**src/design/bridge_params.svh**
```systemverilog
////////////////////////////////////////////////////////////
// AHB host bridge parameters
// Bus widths, FIFO byte width, frame limits and the fixed
// HPROT attribute driven on every master transfer
////////////////////////////////////////////////////////////
`ifndef BRIDGE_PARAMS_SVH
`define BRIDGE_PARAMS_SVH

// AHB-Lite address and data widths
`define BRIDGE_ADDR_W 32
`define BRIDGE_DATA_W 32

// Host FIFO byte width
`define BRIDGE_BYTE_W 8

// Longest command payload and longest response frame, in bytes
`define BRIDGE_IN_FRAME_MAX 8
`define BRIDGE_OUT_FRAME_MAX 5

// Privileged data access
`define BRIDGE_HPROT 4'b0011

`endif

```
**src/design/ahb_pkg.sv**
```systemverilog
////////////////////////////////////////////////////////////
// AHB-Lite types
// Transfer type and size encodings used by the master side
////////////////////////////////////////////////////////////
package ahb_pkg;

   typedef enum logic [1:0]
   {
      HTRANS_IDLE   = 2'b00,
      HTRANS_BUSY   = 2'b01,
      HTRANS_NONSEQ = 2'b10,
      HTRANS_SEQ    = 2'b11
   } htrans_t;

   typedef logic [2:0] hsize_t;

   // Largest size the bridge issues
   localparam hsize_t HSIZE_WORD = 3'b010;

   // Single transfer, no burst
   localparam logic [2:0] HBURST_SINGLE = 3'b000;

endpackage

```
**src/design/host_proto_pkg.sv**
```systemverilog
////////////////////////////////////////////////////////////
// Host byte protocol
// Command opcodes, transfer sizes and the response header
////////////////////////////////////////////////////////////
package host_proto_pkg;

   typedef enum logic [1:0]
   {
      XFER_BYTE = 2'd0,
      XFER_HALF = 2'd1,
      XFER_WORD = 2'd2,
      XFER_RSVD = 2'd3
   } xfer_size_t;

   // Command byte bits 7:3
   typedef enum logic [4:0]
   {
      MST_READ      = 5'b00100,
      MST_READ_INC  = 5'b00101,
      MST_WRITE     = 5'b00110,
      MST_WRITE_INC = 5'b00111
   } host_op_t;

   // Response header is {RESP_TAG, HRESP, size or RESP_WR_FIELD}
   localparam logic [4:0] RESP_TAG      = 5'b00010;
   localparam logic [1:0] RESP_WR_FIELD = 2'b11;

   // Byte count of a transfer size
   function automatic logic [2:0] xfer_bytes(xfer_size_t size);
      case (size)
         XFER_BYTE: return 3'd1;
         XFER_HALF: return 3'd2;
         XFER_WORD: return 3'd4;
         default:   return 3'd0;
      endcase
   endfunction

endpackage

```
**src/design/host_cmd_parser.sv**
```systemverilog
////////////////////////////////////////////////////////////
// Host command parser
// Pulls bytes from the read FIFO, decodes command bytes and
// collects payload into two frame buffers for the engine
////////////////////////////////////////////////////////////
`timescale 1ns/1ps
`include "bridge_params.svh"

module host_cmd_parser (
   input  logic                              CLK,
   input  logic                              RESETn,
   input  logic                              fifo_rdempty,
   input  logic [`BRIDGE_BYTE_W-1:0]         fifo_rddata,
   output logic                              fifo_rden,
   output logic                              cmd_valid,
   output host_proto_pkg::host_op_t          cmd_op,
   output host_proto_pkg::xfer_size_t        cmd_size,
   output logic [`BRIDGE_ADDR_W-1:0]         cmd_addr,
   output logic [`BRIDGE_DATA_W-1:0]         cmd_data,
   input  logic                              cmd_take
);
   import host_proto_pkg::*;

   localparam int FRAME_W    = `BRIDGE_IN_FRAME_MAX * `BRIDGE_BYTE_W;
   localparam int CNT_W      = $clog2(`BRIDGE_IN_FRAME_MAX + 1);
   localparam int ADDR_BYTES = `BRIDGE_ADDR_W / `BRIDGE_BYTE_W;

   logic [1:0][FRAME_W-1:0] frame;
   host_op_t                frame_op [2];
   xfer_size_t              frame_size [2];
   logic [1:0]              full;
   logic                    wr_idx;
   logic                    rd_idx;
   logic                    rd_pend;
   logic [CNT_W-1:0]        remain;

   host_op_t                byte_op;
   xfer_size_t              byte_size;
   logic [CNT_W-1:0]        byte_len;
   logic                    byte_ok;

   // One byte may still be in flight, so stop early when the other buffer is taken
   assign fifo_rden = !fifo_rdempty && !full[wr_idx] && !(rd_pend && full[!wr_idx]);

   // Decode of the byte on fifo_rddata as a command
   always_comb
   begin
      byte_op   = host_op_t'(fifo_rddata[7:3]);
      byte_size = xfer_size_t'(fifo_rddata[1:0]);
      byte_ok   = (byte_size != XFER_RSVD);
      byte_len  = '0;
      case (byte_op)
         MST_READ:      byte_len = CNT_W'(ADDR_BYTES);
         MST_READ_INC:  byte_len = '0;
         MST_WRITE:     byte_len = CNT_W'(ADDR_BYTES + xfer_bytes(byte_size));
         MST_WRITE_INC: byte_len = CNT_W'(xfer_bytes(byte_size));
         default:       byte_ok = 1'b0;
      endcase
   end

   always_ff @(posedge CLK)
   begin
      if (!RESETn)
      begin
         full    <= '0;
         wr_idx  <= 1'b0;
         rd_idx  <= 1'b0;
         rd_pend <= 1'b0;
         remain  <= '0;
      end
      else
      begin
         rd_pend <= fifo_rden;
         if (rd_pend)
         begin
            if (remain == '0)
            begin
               // Reserved codes fall through with nothing stored
               if (byte_ok && byte_len == '0)
               begin
                  full[wr_idx] <= 1'b1;
                  wr_idx       <= !wr_idx;
               end
               else if (byte_ok)
                  remain <= byte_len;
            end
            else
            begin
               remain <= remain - 1'b1;
               if (remain == CNT_W'(1))
               begin
                  full[wr_idx] <= 1'b1;
                  wr_idx       <= !wr_idx;
               end
            end
         end
         if (cmd_take)
         begin
            full[rd_idx] <= 1'b0;
            rd_idx       <= !rd_idx;
         end
      end
   end

   // Frame contents, payload shifted in most significant byte first
   always_ff @(posedge CLK)
   begin
      if (rd_pend)
      begin
         if (remain == '0)
         begin
            frame_op[wr_idx]   <= byte_op;
            frame_size[wr_idx] <= byte_size;
            frame[wr_idx]      <= '0;
         end
         else
            frame[wr_idx] <= {frame[wr_idx][FRAME_W-`BRIDGE_BYTE_W-1:0], fifo_rddata};
      end
   end

   assign cmd_valid = full[rd_idx];
   assign cmd_op    = frame_op[rd_idx];
   assign cmd_size  = frame_size[rd_idx];
   assign cmd_addr  = frame[rd_idx][`BRIDGE_ADDR_W-1:0];

   // MST_WRITE data sits above the address bytes
   assign cmd_data = (cmd_op == MST_WRITE) ? frame[rd_idx][`BRIDGE_ADDR_W +: `BRIDGE_DATA_W]
                                           : frame[rd_idx][`BRIDGE_DATA_W-1:0];

   // Engine releases only a frame that is held here
   assert property (@(posedge CLK) disable iff (!RESETn) cmd_take |-> cmd_valid)
      else $error("cmd_take without a held frame");

endmodule

```
**src/design/master_addr_reg.sv**
```systemverilog
////////////////////////////////////////////////////////////
// Master address register
// Holds the last master address, loaded from a command or
// stepped by the transfer size for autoincrement
////////////////////////////////////////////////////////////
`timescale 1ns/1ps
`include "bridge_params.svh"

module master_addr_reg (
   input  logic                          CLK,
   input  logic                          RESETn,
   input  logic                          load,
   input  logic                          inc,
   input  logic [`BRIDGE_ADDR_W-1:0]     load_addr,
   input  host_proto_pkg::xfer_size_t    size,
   output logic [`BRIDGE_ADDR_W-1:0]     addr
);
   import host_proto_pkg::*;

   logic [`BRIDGE_ADDR_W-1:0] step;

   assign step = `BRIDGE_ADDR_W'(xfer_bytes(size));

   always_ff @(posedge CLK)
   begin
      if (!RESETn)
         addr <= '0;
      else if (load)
         addr <= load_addr;
      else if (inc)
         // Steps even after an error response
         addr <= addr + step;
   end

endmodule

```
**src/design/ahb_master_engine.sv**
```systemverilog
////////////////////////////////////////////////////////////
// AHB-Lite master engine
// Runs one single transfer per command frame and builds
// the response frame for the serializer
////////////////////////////////////////////////////////////
`timescale 1ns/1ps
`include "bridge_params.svh"

module ahb_master_engine (
   input  logic                                            CLK,
   input  logic                                            RESETn,
   input  logic                                            cmd_valid,
   input  host_proto_pkg::host_op_t                        cmd_op,
   input  host_proto_pkg::xfer_size_t                      cmd_size,
   input  logic [`BRIDGE_ADDR_W-1:0]                       cmd_addr,
   input  logic [`BRIDGE_DATA_W-1:0]                       cmd_data,
   output logic                                            cmd_take,
   output logic [`BRIDGE_ADDR_W-1:0]                       HADDR,
   output ahb_pkg::htrans_t                                HTRANS,
   output logic                                            HWRITE,
   output ahb_pkg::hsize_t                                 HSIZE,
   output logic [2:0]                                      HBURST,
   output logic [3:0]                                      HPROT,
   output logic [`BRIDGE_DATA_W-1:0]                       HWDATA,
   input  logic                                            HREADY,
   input  logic [`BRIDGE_DATA_W-1:0]                       HRDATA,
   input  logic                                            HRESP,
   output logic                                            resp_push,
   output logic [`BRIDGE_OUT_FRAME_MAX*`BRIDGE_BYTE_W-1:0] resp_bytes,
   output logic [2:0]                                      resp_len,
   input  logic                                            resp_ready
);
   import ahb_pkg::*;
   import host_proto_pkg::*;

   localparam int DATA_BYTES = `BRIDGE_DATA_W / `BRIDGE_BYTE_W;

   typedef enum logic [1:0] {S_IDLE, S_ADDR, S_DATA, S_RESP} state_t;

   state_t                    state;
   logic                      write_q;
   xfer_size_t                size_q;
   logic                      hresp_q;
   logic [`BRIDGE_DATA_W-1:0] wdata_q;
   logic [`BRIDGE_DATA_W-1:0] rdata_q;
   logic [2:0]                nbytes;
   logic                      addr_load;
   logic                      addr_inc;

   assign cmd_take  = (state == S_IDLE) && cmd_valid;
   assign addr_load = cmd_take && (cmd_op == MST_READ || cmd_op == MST_WRITE);
   assign addr_inc  = cmd_take && (cmd_op == MST_READ_INC || cmd_op == MST_WRITE_INC);

   // Address is ready the cycle after the take, along with NONSEQ
   master_addr_reg u_addr_reg (
      .CLK       (CLK),
      .RESETn    (RESETn),
      .load      (addr_load),
      .inc       (addr_inc),
      .load_addr (cmd_addr),
      .size      (cmd_size),
      .addr      (HADDR)
   );

   // Only the address phase carries NONSEQ, so one transfer per command
   assign HTRANS = (state == S_ADDR) ? HTRANS_NONSEQ : HTRANS_IDLE;
   assign HWRITE = write_q;
   assign HSIZE  = hsize_t'({1'b0, size_q});
   assign HBURST = HBURST_SINGLE;
   assign HPROT  = `BRIDGE_HPROT;
   assign HWDATA = wdata_q << {HADDR[1:0], 3'b000};

   always_ff @(posedge CLK)
   begin
      if (!RESETn)
      begin
         state   <= S_IDLE;
         write_q <= 1'b0;
         size_q  <= XFER_BYTE;
      end
      else
      begin
         case (state)
            S_IDLE:
               if (cmd_valid)
               begin
                  write_q <= (cmd_op == MST_WRITE) || (cmd_op == MST_WRITE_INC);
                  size_q  <= cmd_size;
                  state   <= S_ADDR;
               end
            S_ADDR:
               if (HREADY)
                  state <= S_DATA;
            S_DATA:
               if (HREADY)
                  state <= S_RESP;
            default:
               // Wait here while both output buffers are full
               if (resp_ready)
                  state <= S_IDLE;
         endcase
      end
   end

   always_ff @(posedge CLK)
   begin
      if (cmd_take)
         wdata_q <= cmd_data;
      if (state == S_DATA && HREADY)
      begin
         rdata_q <= HRDATA >> {HADDR[1:0], 3'b000};
         hresp_q <= HRESP;
      end
   end

   assign resp_push = (state == S_RESP) && resp_ready;
   assign nbytes    = xfer_bytes(size_q);

   // Header in the low byte, then read data most significant first
   always_comb
   begin
      resp_bytes      = '0;
      resp_bytes[7:0] = {RESP_TAG, hresp_q, write_q ? RESP_WR_FIELD : size_q};
      if (!write_q)
      begin
         for (int i = 0; i < DATA_BYTES; i++)
         begin
            if (i < nbytes)
               resp_bytes[8*(i+1) +: 8] = rdata_q[8*(nbytes-1-i) +: 8];
         end
      end
      resp_len = write_q ? 3'd1 : 3'd1 + nbytes;
   end

   // Size 3 frames are dropped by the parser
   assert property (@(posedge CLK) disable iff (!RESETn)
                    (HTRANS != HTRANS_IDLE) |-> (HSIZE <= HSIZE_WORD))
      else $error("HSIZE above word on a live transfer");

endmodule

```
**src/design/host_resp_serializer.sv**
```systemverilog
////////////////////////////////////////////////////////////
// Response serializer
// Two output buffers, one filling while the other shifts
// bytes out to the write FIFO, low byte first
////////////////////////////////////////////////////////////
`timescale 1ns/1ps
`include "bridge_params.svh"

module host_resp_serializer (
   input  logic                                            CLK,
   input  logic                                            RESETn,
   input  logic                                            resp_push,
   input  logic [`BRIDGE_OUT_FRAME_MAX*`BRIDGE_BYTE_W-1:0] resp_bytes,
   input  logic [2:0]                                      resp_len,
   output logic                                            resp_ready,
   input  logic                                            fifo_wrfull,
   output logic                                            fifo_wren,
   output logic [`BRIDGE_BYTE_W-1:0]                       fifo_wrdata
);
   localparam int FRAME_W = `BRIDGE_OUT_FRAME_MAX * `BRIDGE_BYTE_W;

   logic [1:0][FRAME_W-1:0] obuf;
   logic [1:0][2:0]         ocnt;
   logic                    in_idx;
   logic                    out_idx;

   // Filling side must be empty before it takes a frame
   assign resp_ready  = (ocnt[in_idx] == 3'd0);
   assign fifo_wren   = (ocnt[out_idx] != 3'd0) && !fifo_wrfull;
   assign fifo_wrdata = obuf[out_idx][`BRIDGE_BYTE_W-1:0];

   always_ff @(posedge CLK)
   begin
      if (!RESETn)
      begin
         ocnt    <= '0;
         in_idx  <= 1'b0;
         out_idx <= 1'b0;
      end
      else
      begin
         if (resp_push)
         begin
            ocnt[in_idx] <= resp_len;
            in_idx       <= !in_idx;
         end
         if (fifo_wren)
         begin
            ocnt[out_idx] <= ocnt[out_idx] - 3'd1;
            // Last byte hands the FIFO side to the other buffer
            if (ocnt[out_idx] == 3'd1)
               out_idx <= !out_idx;
         end
      end
   end

   always_ff @(posedge CLK)
   begin
      if (resp_push)
         obuf[in_idx] <= resp_bytes;
      if (fifo_wren)
         obuf[out_idx] <= obuf[out_idx] >> `BRIDGE_BYTE_W;
   end

   // Engine holds a finished response until a buffer frees up
   assert property (@(posedge CLK) disable iff (!RESETn) resp_push |-> resp_ready)
      else $error("Response pushed with both buffers full");

endmodule

```
**src/design/ahb_host_bridge_top.sv**
```systemverilog
////////////////////////////////////////////////////////////
// AHB host bridge
// Host byte FIFOs in, AHB-Lite master out. Parser, master
// engine and response serializer in a chain
////////////////////////////////////////////////////////////
`timescale 1ns/1ps
`include "bridge_params.svh"

module ahb_host_bridge_top (
   input  logic                          CLK,
   input  logic                          RESETn,
   output logic [`BRIDGE_ADDR_W-1:0]     mst_HADDR,
   output ahb_pkg::htrans_t              mst_HTRANS,
   output logic                          mst_HWRITE,
   output ahb_pkg::hsize_t               mst_HSIZE,
   output logic [2:0]                    mst_HBURST,
   output logic [3:0]                    mst_HPROT,
   output logic [`BRIDGE_DATA_W-1:0]     mst_HWDATA,
   input  logic                          mst_HREADY,
   input  logic [`BRIDGE_DATA_W-1:0]     mst_HRDATA,
   input  logic                          mst_HRESP,
   output logic                          fifo_rden,
   input  logic                          fifo_rdempty,
   input  logic [`BRIDGE_BYTE_W-1:0]     fifo_rddata,
   output logic                          fifo_wren,
   input  logic                          fifo_wrfull,
   output logic [`BRIDGE_BYTE_W-1:0]     fifo_wrdata
);
   import host_proto_pkg::*;

   // Parser to engine
   logic                                            cmd_valid;
   host_op_t                                        cmd_op;
   xfer_size_t                                      cmd_size;
   logic [`BRIDGE_ADDR_W-1:0]                       cmd_addr;
   logic [`BRIDGE_DATA_W-1:0]                       cmd_data;
   logic                                            cmd_take;

   // Engine to serializer
   logic                                            resp_push;
   logic [`BRIDGE_OUT_FRAME_MAX*`BRIDGE_BYTE_W-1:0] resp_bytes;
   logic [2:0]                                      resp_len;
   logic                                            resp_ready;

   host_cmd_parser u_parser (
      .CLK          (CLK),
      .RESETn       (RESETn),
      .fifo_rdempty (fifo_rdempty),
      .fifo_rddata  (fifo_rddata),
      .fifo_rden    (fifo_rden),
      .cmd_valid    (cmd_valid),
      .cmd_op       (cmd_op),
      .cmd_size     (cmd_size),
      .cmd_addr     (cmd_addr),
      .cmd_data     (cmd_data),
      .cmd_take     (cmd_take)
   );

   ahb_master_engine u_engine (
      .CLK        (CLK),
      .RESETn     (RESETn),
      .cmd_valid  (cmd_valid),
      .cmd_op     (cmd_op),
      .cmd_size   (cmd_size),
      .cmd_addr   (cmd_addr),
      .cmd_data   (cmd_data),
      .cmd_take   (cmd_take),
      .HADDR      (mst_HADDR),
      .HTRANS     (mst_HTRANS),
      .HWRITE     (mst_HWRITE),
      .HSIZE      (mst_HSIZE),
      .HBURST     (mst_HBURST),
      .HPROT      (mst_HPROT),
      .HWDATA     (mst_HWDATA),
      .HREADY     (mst_HREADY),
      .HRDATA     (mst_HRDATA),
      .HRESP      (mst_HRESP),
      .resp_push  (resp_push),
      .resp_bytes (resp_bytes),
      .resp_len   (resp_len),
      .resp_ready (resp_ready)
   );

   host_resp_serializer u_serializer (
      .CLK         (CLK),
      .RESETn      (RESETn),
      .resp_push   (resp_push),
      .resp_bytes  (resp_bytes),
      .resp_len    (resp_len),
      .resp_ready  (resp_ready),
      .fifo_wrfull (fifo_wrfull),
      .fifo_wren   (fifo_wren),
      .fifo_wrdata (fifo_wrdata)
   );

endmodule

```
**config.mk**
```make
export PLATFORM = sky130hd
export DESIGN_NAME = ahb_host_bridge_top
export DESIGN_NICKNAME = d
export VERILOG_FILES = /design/src/design/ahb_pkg.sv /design/src/design/host_proto_pkg.sv /design/src/design/host_cmd_parser.sv /design/src/design/master_addr_reg.sv /design/src/design/ahb_master_engine.sv /design/src/design/host_resp_serializer.sv /design/src/design/ahb_host_bridge_top.sv
export VERILOG_INCLUDE_DIRS = /design/src /design/src/design
export SDC_FILE = /design/constraint.sdc
export NUM_CORES = 1
export LEC_CHECK = 0
export BUFFER_PORTS_ARGS = -buffer_cell sky130_fd_sc_hd__clkbuf_2
export CORE_MARGIN = 2
export CORE_UTILIZATION = 61
export DETAILED_ROUTE_END_ITERATION = 12
export PLACE_DENSITY = 0.79
export SLEW_MARGIN = 10
export SYNTH_ARGS = -nofsm -noshare
export SYNTH_HDL_FRONTEND = slang
export SYNTH_HIERARCHICAL = 1
export SYNTH_SLANG_ARGS = --single-unit
```
**constraint.sdc**
```tcl
create_clock -name CLK -period 7.5 [get_ports CLK]
set_clock_uncertainty 0.15 [all_clocks]
set_input_delay 0 -clock CLK [delete_from_list [all_inputs] [get_ports CLK]]
set_output_delay 0 -clock CLK [all_outputs]
set_load 0.01 [all_outputs]
```
==> results of run 1 <==
==> worst max path at each step <==
stage                       start                            to  slack [ps]
2_1_floorplan  u_parser/remain[0]             u_parser/frame[0]         670
3_3_place_gp      u_parser/rd_idx  u_engine/u_addr_reg/addr[26]        3110
3_5_place_dp      u_parser/rd_idx  u_engine/u_addr_reg/addr[15]        3010
4_1_cts           u_parser/rd_idx  u_engine/u_addr_reg/addr[15]        3010
5_1_grt           u_parser/rd_idx  u_engine/u_addr_reg/addr[18]        2580
6_report          u_parser/rd_idx  u_engine/u_addr_reg/addr[18]        2930
==> layout make-up <==
cell class,count,area share [%]
Clock inverter,13,0.656
Timing Repair Buffer,190,6.06
Clock buffer,50,5.03
Multi-Input combinational cell,1350,41.7
Tap cell,390,2.39
Sequential cell,342,43.8
Antenna cell,1,0.0123
Inverter,20,0.368
==> critical path, cell delays in order, from the launching register on <==
cell and delay (ps):
dfxtp_4 1030, nand2_1 90, o21ai_0 230, nand2_1 230, inv_2 680, nand3_1 200, nor2_1 740, nand3_1 340
nor4_1 460, xnor2_1 170, a21oi_1 80
==> power by group through the flow <==
stage               sequential, mW  combinational [mW]  clock (mW)
finish                        2.39               0.687        1.77
global route                  2.42               0.762        1.87
CTS                           2.39               0.679        1.79
detailed placement            2.43               0.652           0
global placement              2.42               0.623           0
floorplan                     2.38               0.535           0
==> through the flow <==
step | worst slack (ps) | power (mW) | hold WS, ps | cell area (µm²)
finish | 2930 | 4.85 | 56.5 | 20400
global route | 2580 | 5.05 | 69.4 | 20400
CTS | 3010 | 4.86 | 32.2 | 20400
detailed placement | 3010 | 3.08 | 36.0 | 18800
global placement | 3110 | 3.04 | 34.3 | 18800
floorplan | 668 | 2.92 | -107 | 18400
==> kinds of logic (layout without fill, tap and decap cells) <==
kind of cell / Yosys count / count (layout) / synth area share, %
AOI/OAI and AO/OA: 437 / 437 / 13.5
xor gates and xnor gates: 32 / 32 / 1.52
adders and majority gates: 18 / 18 / 1.27
buffers and inverters: 191 / 273 / 5.69
DFF: 342 / 342 / 48.5
muxes: 179 / 179 / 12.1
other: 2 / 15 / 0.0408
and+or+nand+nor: 670 / 670 / 17.4
==> per-layer routing <==
metal  vias to the layer above  routed length [µm]  global-route usage (%)
met4                         0                2600                    16.1
met5                         -                   0                       0
met1                      7124               18500                    35.1
met3                       169                2370                    4.11
met2                       540               23800                    50.4
li1                       6885                   -                       -
==> cell usage after synthesis (all sizes together) (7+ instances only) <==
library cell / instances / area share (%)
clkbuf: 74 / 1.5
mux4: 30 / 3.7
nand2b: 9 / 0.31
nand2: 305 / 6.2
nor2b: 53 / 2.1
a211oi: 26 / 1.1
a21oi: 102 / 3.0
ha: 17 / 1.2
inv: 19 / 0.39
and2: 19 / 0.65
a31oi: 66 / 2.2
nand3: 146 / 4.0
dfxtp: 135 / 15
nor4: 9 / 0.44
o21ai: 211 / 5.7
nor2: 77 / 1.6
nor3: 15 / 0.41
edfxtp: 207 / 34
nand4: 7 / 0.27
xnor2: 28 / 1.3
mux2i: 102 / 5.6
buf: 97 / 3.8
mux2: 47 / 2.9
==> registers in the layout, indices dropped and copies added, names as in the netlist, 2 cells and up, named ones only <==
name,flops
u_parser/frame,128
u_serializer/obuf,80
u_engine/rdata_q,32
u_engine/u_addr_reg/addr,32
u_engine/wdata_q,32
u_parser/frame_op,10
u_serializer/ocnt,6
u_parser/frame_size,4
u_parser/remain,4
u_engine/size_q,2
u_engine/state,2
u_parser/full,2
==> cells in the final DEF (no fill, tap or decap), types with 26 or more instances in the layout <==
cell / count
a211oi_1: 26
edfxtp_1: 207
xnor2_1: 28
mux2i_1: 101
nand3_1: 146
clkbuf_2: 124
clkbuf_16: 37
a31oi_1: 66
mux4_2: 30
a21oi_1: 92
dfxtp_1: 131
nand2_1: 305
dlygate4sd3_1: 47
nor2b_1: 44
mux2_2: 45
nor2_1: 77
o21ai_0: 192
==> timing repair <==
item	4_1_cts	5_1_grt
hold endpoints to repair	85	0
endpoints found under the setup margin	0	0
setup buffers	0	0
hold buffers	47	0
gates resized for setup	0	0
==> metrics.yaml, run 1 <==
clockBufferDepth: 3
drv_slew: 0
dieArea_um2: 31600
cts_root_buf: "clkbuf_16"
p_seq_share_pct: 49.3
yosys_warnings: 6
max_cap_violations: 0
start_util_pct: 62.1
outcome: "complete, no violations"
wl_per_cell_um: 20.1
utilization_pct: 68.8
syn_to_final_growth_pct: 10.9
crit_type: "flip-flop to flip-flop"
min_to: "u_engine/hresp_q"
cp-start-kind: "flip-flop"
register_area_um2: 8930
intPower_mw: 3.59
cts_max_level: 2
r2r_setup_slack_ps: 2930
std_cell_rows: 63
endpoint_kind: "flip-flop"
stdcell_count: 2356
grt_pass1_vias: 13892
path_max_fanout: 69
cts_tree: "yes"
hpwl_um: 29600
portBuffers: 123
antenna_found_initial: 1
gp_congestion: 0.867
grt_first_pass_wirelength_um: 73100
rr_startpoint: "u_parser/rd_idx"
fp.dieW_um: 178
wirelength_um: 47300
grt_use_total_pct: 29.2
period_share_pct: 60.9
vias_per_cell: 6.25
ant_nets: 0
ys_async_sr_fraction_pct: 0
dp_cells: 2245
setup_viol: 0
power_density_nw_per_um2: 238
die_h_um: 178
ir_drop_uv: 155
netlist_instances: 1871
avgSynthCellArea_um2: 9.83
synthDistinctLibCells: 74
multi_input_area_um2: 8510
regToRegEndpoint: "u_engine/u_addr_reg/addr[18]"
cp_data_arrival_time_ps: 4790
io_pins: 133
path_clk_slew_ps: 60
required_ps: 7720
clkSinkCount: 342
p_leak_nw: 7.03
finalHoldViolCount: 0
drive_gt1_share_pct: 16.0
p_clk_share_pct: 36.5
fillCellCount: 2222
relSlewSlack_pct: 12.8
seq_area_frac_synth_pct: 48.5
drt_pass1_iterations: 5
num_vias: 14718
drc: 0
ys_ff_latch: 342
p_sw_mw: 1.26
worstHoldPathCells: 2
syn_area_um2: 18400
p_comb_share_pct: 14.2
synth_enable_flop_cells: 207
fin_nets: 2004
grt_max_degree: 139
hold_start: "mst_HRESP"
core_area_um2: 29600
max_freq_ghz: 0.219
r2r_cells: 10
overflow: 0
min_period_ps: 4570
yosys_most_used_dff: "edfxtp_1"
first_iter_violations: 1596
rsz0062_at_grt: "no"
tns_ps: 0
clk_latency_ps: 520
tightest_slew_ps: 1300
cts_buffers: 36
p_sw_share_pct: 26.1
hp-class: "input port to flip-flop"
No activity file was read; power rests on OpenSTA's default activity.
==> run 2: changes to the inputs <==
--- a/config.mk
+++ b/config.mk
@@ -8,9 +8,9 @@
 export LEC_CHECK = 0
 export BUFFER_PORTS_ARGS = -buffer_cell sky130_fd_sc_hd__clkbuf_2
 export CORE_MARGIN = 2
-export CORE_UTILIZATION = 61
+export CORE_UTILIZATION = 55
 export DETAILED_ROUTE_END_ITERATION = 12
-export PLACE_DENSITY = 0.79
+export PLACE_DENSITY = 0.75
 export SLEW_MARGIN = 10
 export SYNTH_ARGS = -nofsm -noshare
 export SYNTH_HDL_FRONTEND = slang
==> constraint.sdc (replaced) <==
create_clock -name CLK -period 3.9 [get_ports CLK]
set_clock_uncertainty 0.15 [all_clocks]
set_input_delay 0 -clock CLK [delete_from_list [all_inputs] [get_ports CLK]]
set_output_delay 0 -clock CLK [all_outputs]
set_load 0.01 [all_outputs]
==> metrics.yaml, run 2 (synthesized netlist as in run 1, its figures left out) <==
io_pins: 133  # unchanged
relSlewSlack_pct: 20.9  # +8.0 points
start_util_pct: 56.2  # -5.8 points
r2r_cells: 7  # -3
die_h_um: 187  # +5.2%
largest_register_ffs: 128  # unchanged
wl_per_cell_um: 19.8  # -1.5%
hp-class: "input port to flip-flop"
crit_slowest_cell: "o211ai_1"
overflow: 0  # unchanged
regToRegEndpoint: "u_engine/u_addr_reg/addr[9]"
tns_ps: 0  # unchanged
grt_pass1_vias: 14371  # +3.4%
crit_type: "flip-flop to flip-flop"
grt_util_met3_pct: 3.85  # -0.27 points
num_vias: 14686  # -0.22%
fin_area_um2: 20700  # +1.7%
std_cell_rows: 66  # +4.8%
cts_tree: "yes"
drive_gt1_share_pct: 16.7  # +0.63 points
tightest_slew_ps: 1180  # -121 ps
cts_root_buf: "clkbuf_16"
finalWorstSetupSlack_ps: 723  # -2210 ps
cp.depth: 7  # -3
utilization_pct: 63.4  # -5.4 points
rsz0062_at_grt: "no"
slowest_delay_ps: 960  # -70 ps
multi_input_area_um2: 8510  # unchanged
final_cell_mix: "nand2_1, edfxtp_1, o21ai_0"
wirelength_um: 48000  # +1.6%
drt_pass1_iterations: 5  # unchanged
path_buf_inv: 0  # -1
grt_use_total_pct: 26.9  # -2.3 points
portBuffers: 123  # unchanged
endpoint: "u_engine/u_addr_reg/addr[9]"
path_max_fanout: 12  # -83%
fillCellCount: 2660  # +20%
fp.dieW_um: 187  # +5.2%
cp_data_arrival_time_ps: 3440  # -1350 ps
required_ps: 4160  # -3560 ps
max_freq_ghz: 0.315  # +44%
r2r_setup_slack_ps: 720  # -2210 ps
holdWs_ps: 64.2  # +7.71 ps
grt_first_pass_wirelength_um: 76100  # +4.1%
finalPower_mw: 9.51  # +96%
ctsResizeCount: 0  # unchanged
power_density_nw_per_um2: 459  # +93%
ant_nets: 0  # unchanged
cts_max_level: 2  # unchanged
dieArea_um2: 34900  # +11%
clockBufferDepth: 3  # unchanged
drc: 0  # unchanged
clkSinkCount: 342  # unchanged
min_period_ps: 3180  # -1390 ps
register_area_um2: 8930  # unchanged
vias_per_cell: 6.04  # -3.3%
layout_commonest_cell: "nand2_1"
fin_nets: 2021  # +0.85%
worstHoldPathCells: 2  # unchanged
place_area_um2: 19000  # +0.97%
hpwl_um: 31200  # +5.4%
antenna_found_initial: 1  # unchanged
gp_congestion: 0.892  # +2.8%
critical_path.top_delay_family: "compound AO/OA/AOI/OAI gates"
grt_max_degree: 134  # -3.6%
drv_slew: 0  # unchanged
cp-start-kind: "flip-flop"
dp_cells: 2306  # +2.7%
clk_latency_ps: 530  # about the same
ir_drop_uv: 322  # +110%
cts_setup_buffers: 0  # unchanged
max_cap_violations: 0  # unchanged
endpoint_kind: "flip-flop"
core_area_um2: 32700  # +10%
path_clk_slew_ps: 60  # about the same
dp_slack_ps: 799  # -2210 ps
reg_top3: "u_parser/frame x128, u_serializer/obuf x80"
gr-usage-met2_pct: 46.8  # -3.6 points
grt_use_met1_pct: 32.7  # -2.4 points
setup_viol: 0  # unchanged
cts_buffers: 38  # +5.6%
largest-register: "u_parser/frame"
finalHoldViolCount: 0  # unchanged
stdcell_count: 2430  # +3.1%
top_usage_layer: "met2"
first_iter_violations: 1580  # -1.0%
period_share_pct: 81.5  # +21 points
p_leak_nw: 7.16  # +1.9%
path_cells: "mux2_2, nor2b_1, ha_1, o211ai_1, nor2_1, xnor2_1, a21oi_1"
syn_to_final_growth_pct: 12.8
outcome: "complete, no violations"
-- run 2: cell types whose count changed in the layout (fill, tap and decap cells not counted), sizes merged, moves of 2 or more --
cell,change
dlygate4sd3,+6
clkinv,-2
buf,+9
clkbuf,+8
-- run 2: where the power goes --
group          internal [mW]  switching (mW)
clock network           2.16            1.43
registers               4.33           0.282
logic                  0.551           0.769
total                   7.04            2.48
-- run 2: how the worst min path moves through the flow --
stage / startpoint / end / slack [ps]
floorplan: fifo_wrfull / fifo_wren / -110
global placement: mst_HRESP / u_engine/hresp_q / 30
detailed placement: fifo_rdempty / u_parser/rd_pend / 40
CTS: mst_HRESP / u_engine/hresp_q / 60
global route: mst_HRESP / u_engine/hresp_q / 60
finish: mst_HRESP / u_engine/hresp_q / 60
-- run 2: layout make-up --
class                      instances  share of cell area [%]
sequential                       342                    43.1
antenna                            1                  0.0121
tap                              442                    2.67
inverter                          20                   0.362
clock inverter                    12                   0.549
timing repair buffer             205                    6.82
multi-input combinational       1350                    41.0
clock buffer                      58                    5.51
-- run 2: timing repair --
item                       4_1_cts  5_1_grt
hold endpoints to repair       125        0
setup endpoints to repair        0        0
hold buffers                    53        0
-- run 2: per-layer routing --
metal / vias to the layer above / wire length, µm
li1: 6915 / -
met1: 7135 / 18700
met2: 514 / 24500
met3: 122 / 2480
met4: 0 / 2350
met5: - / 0
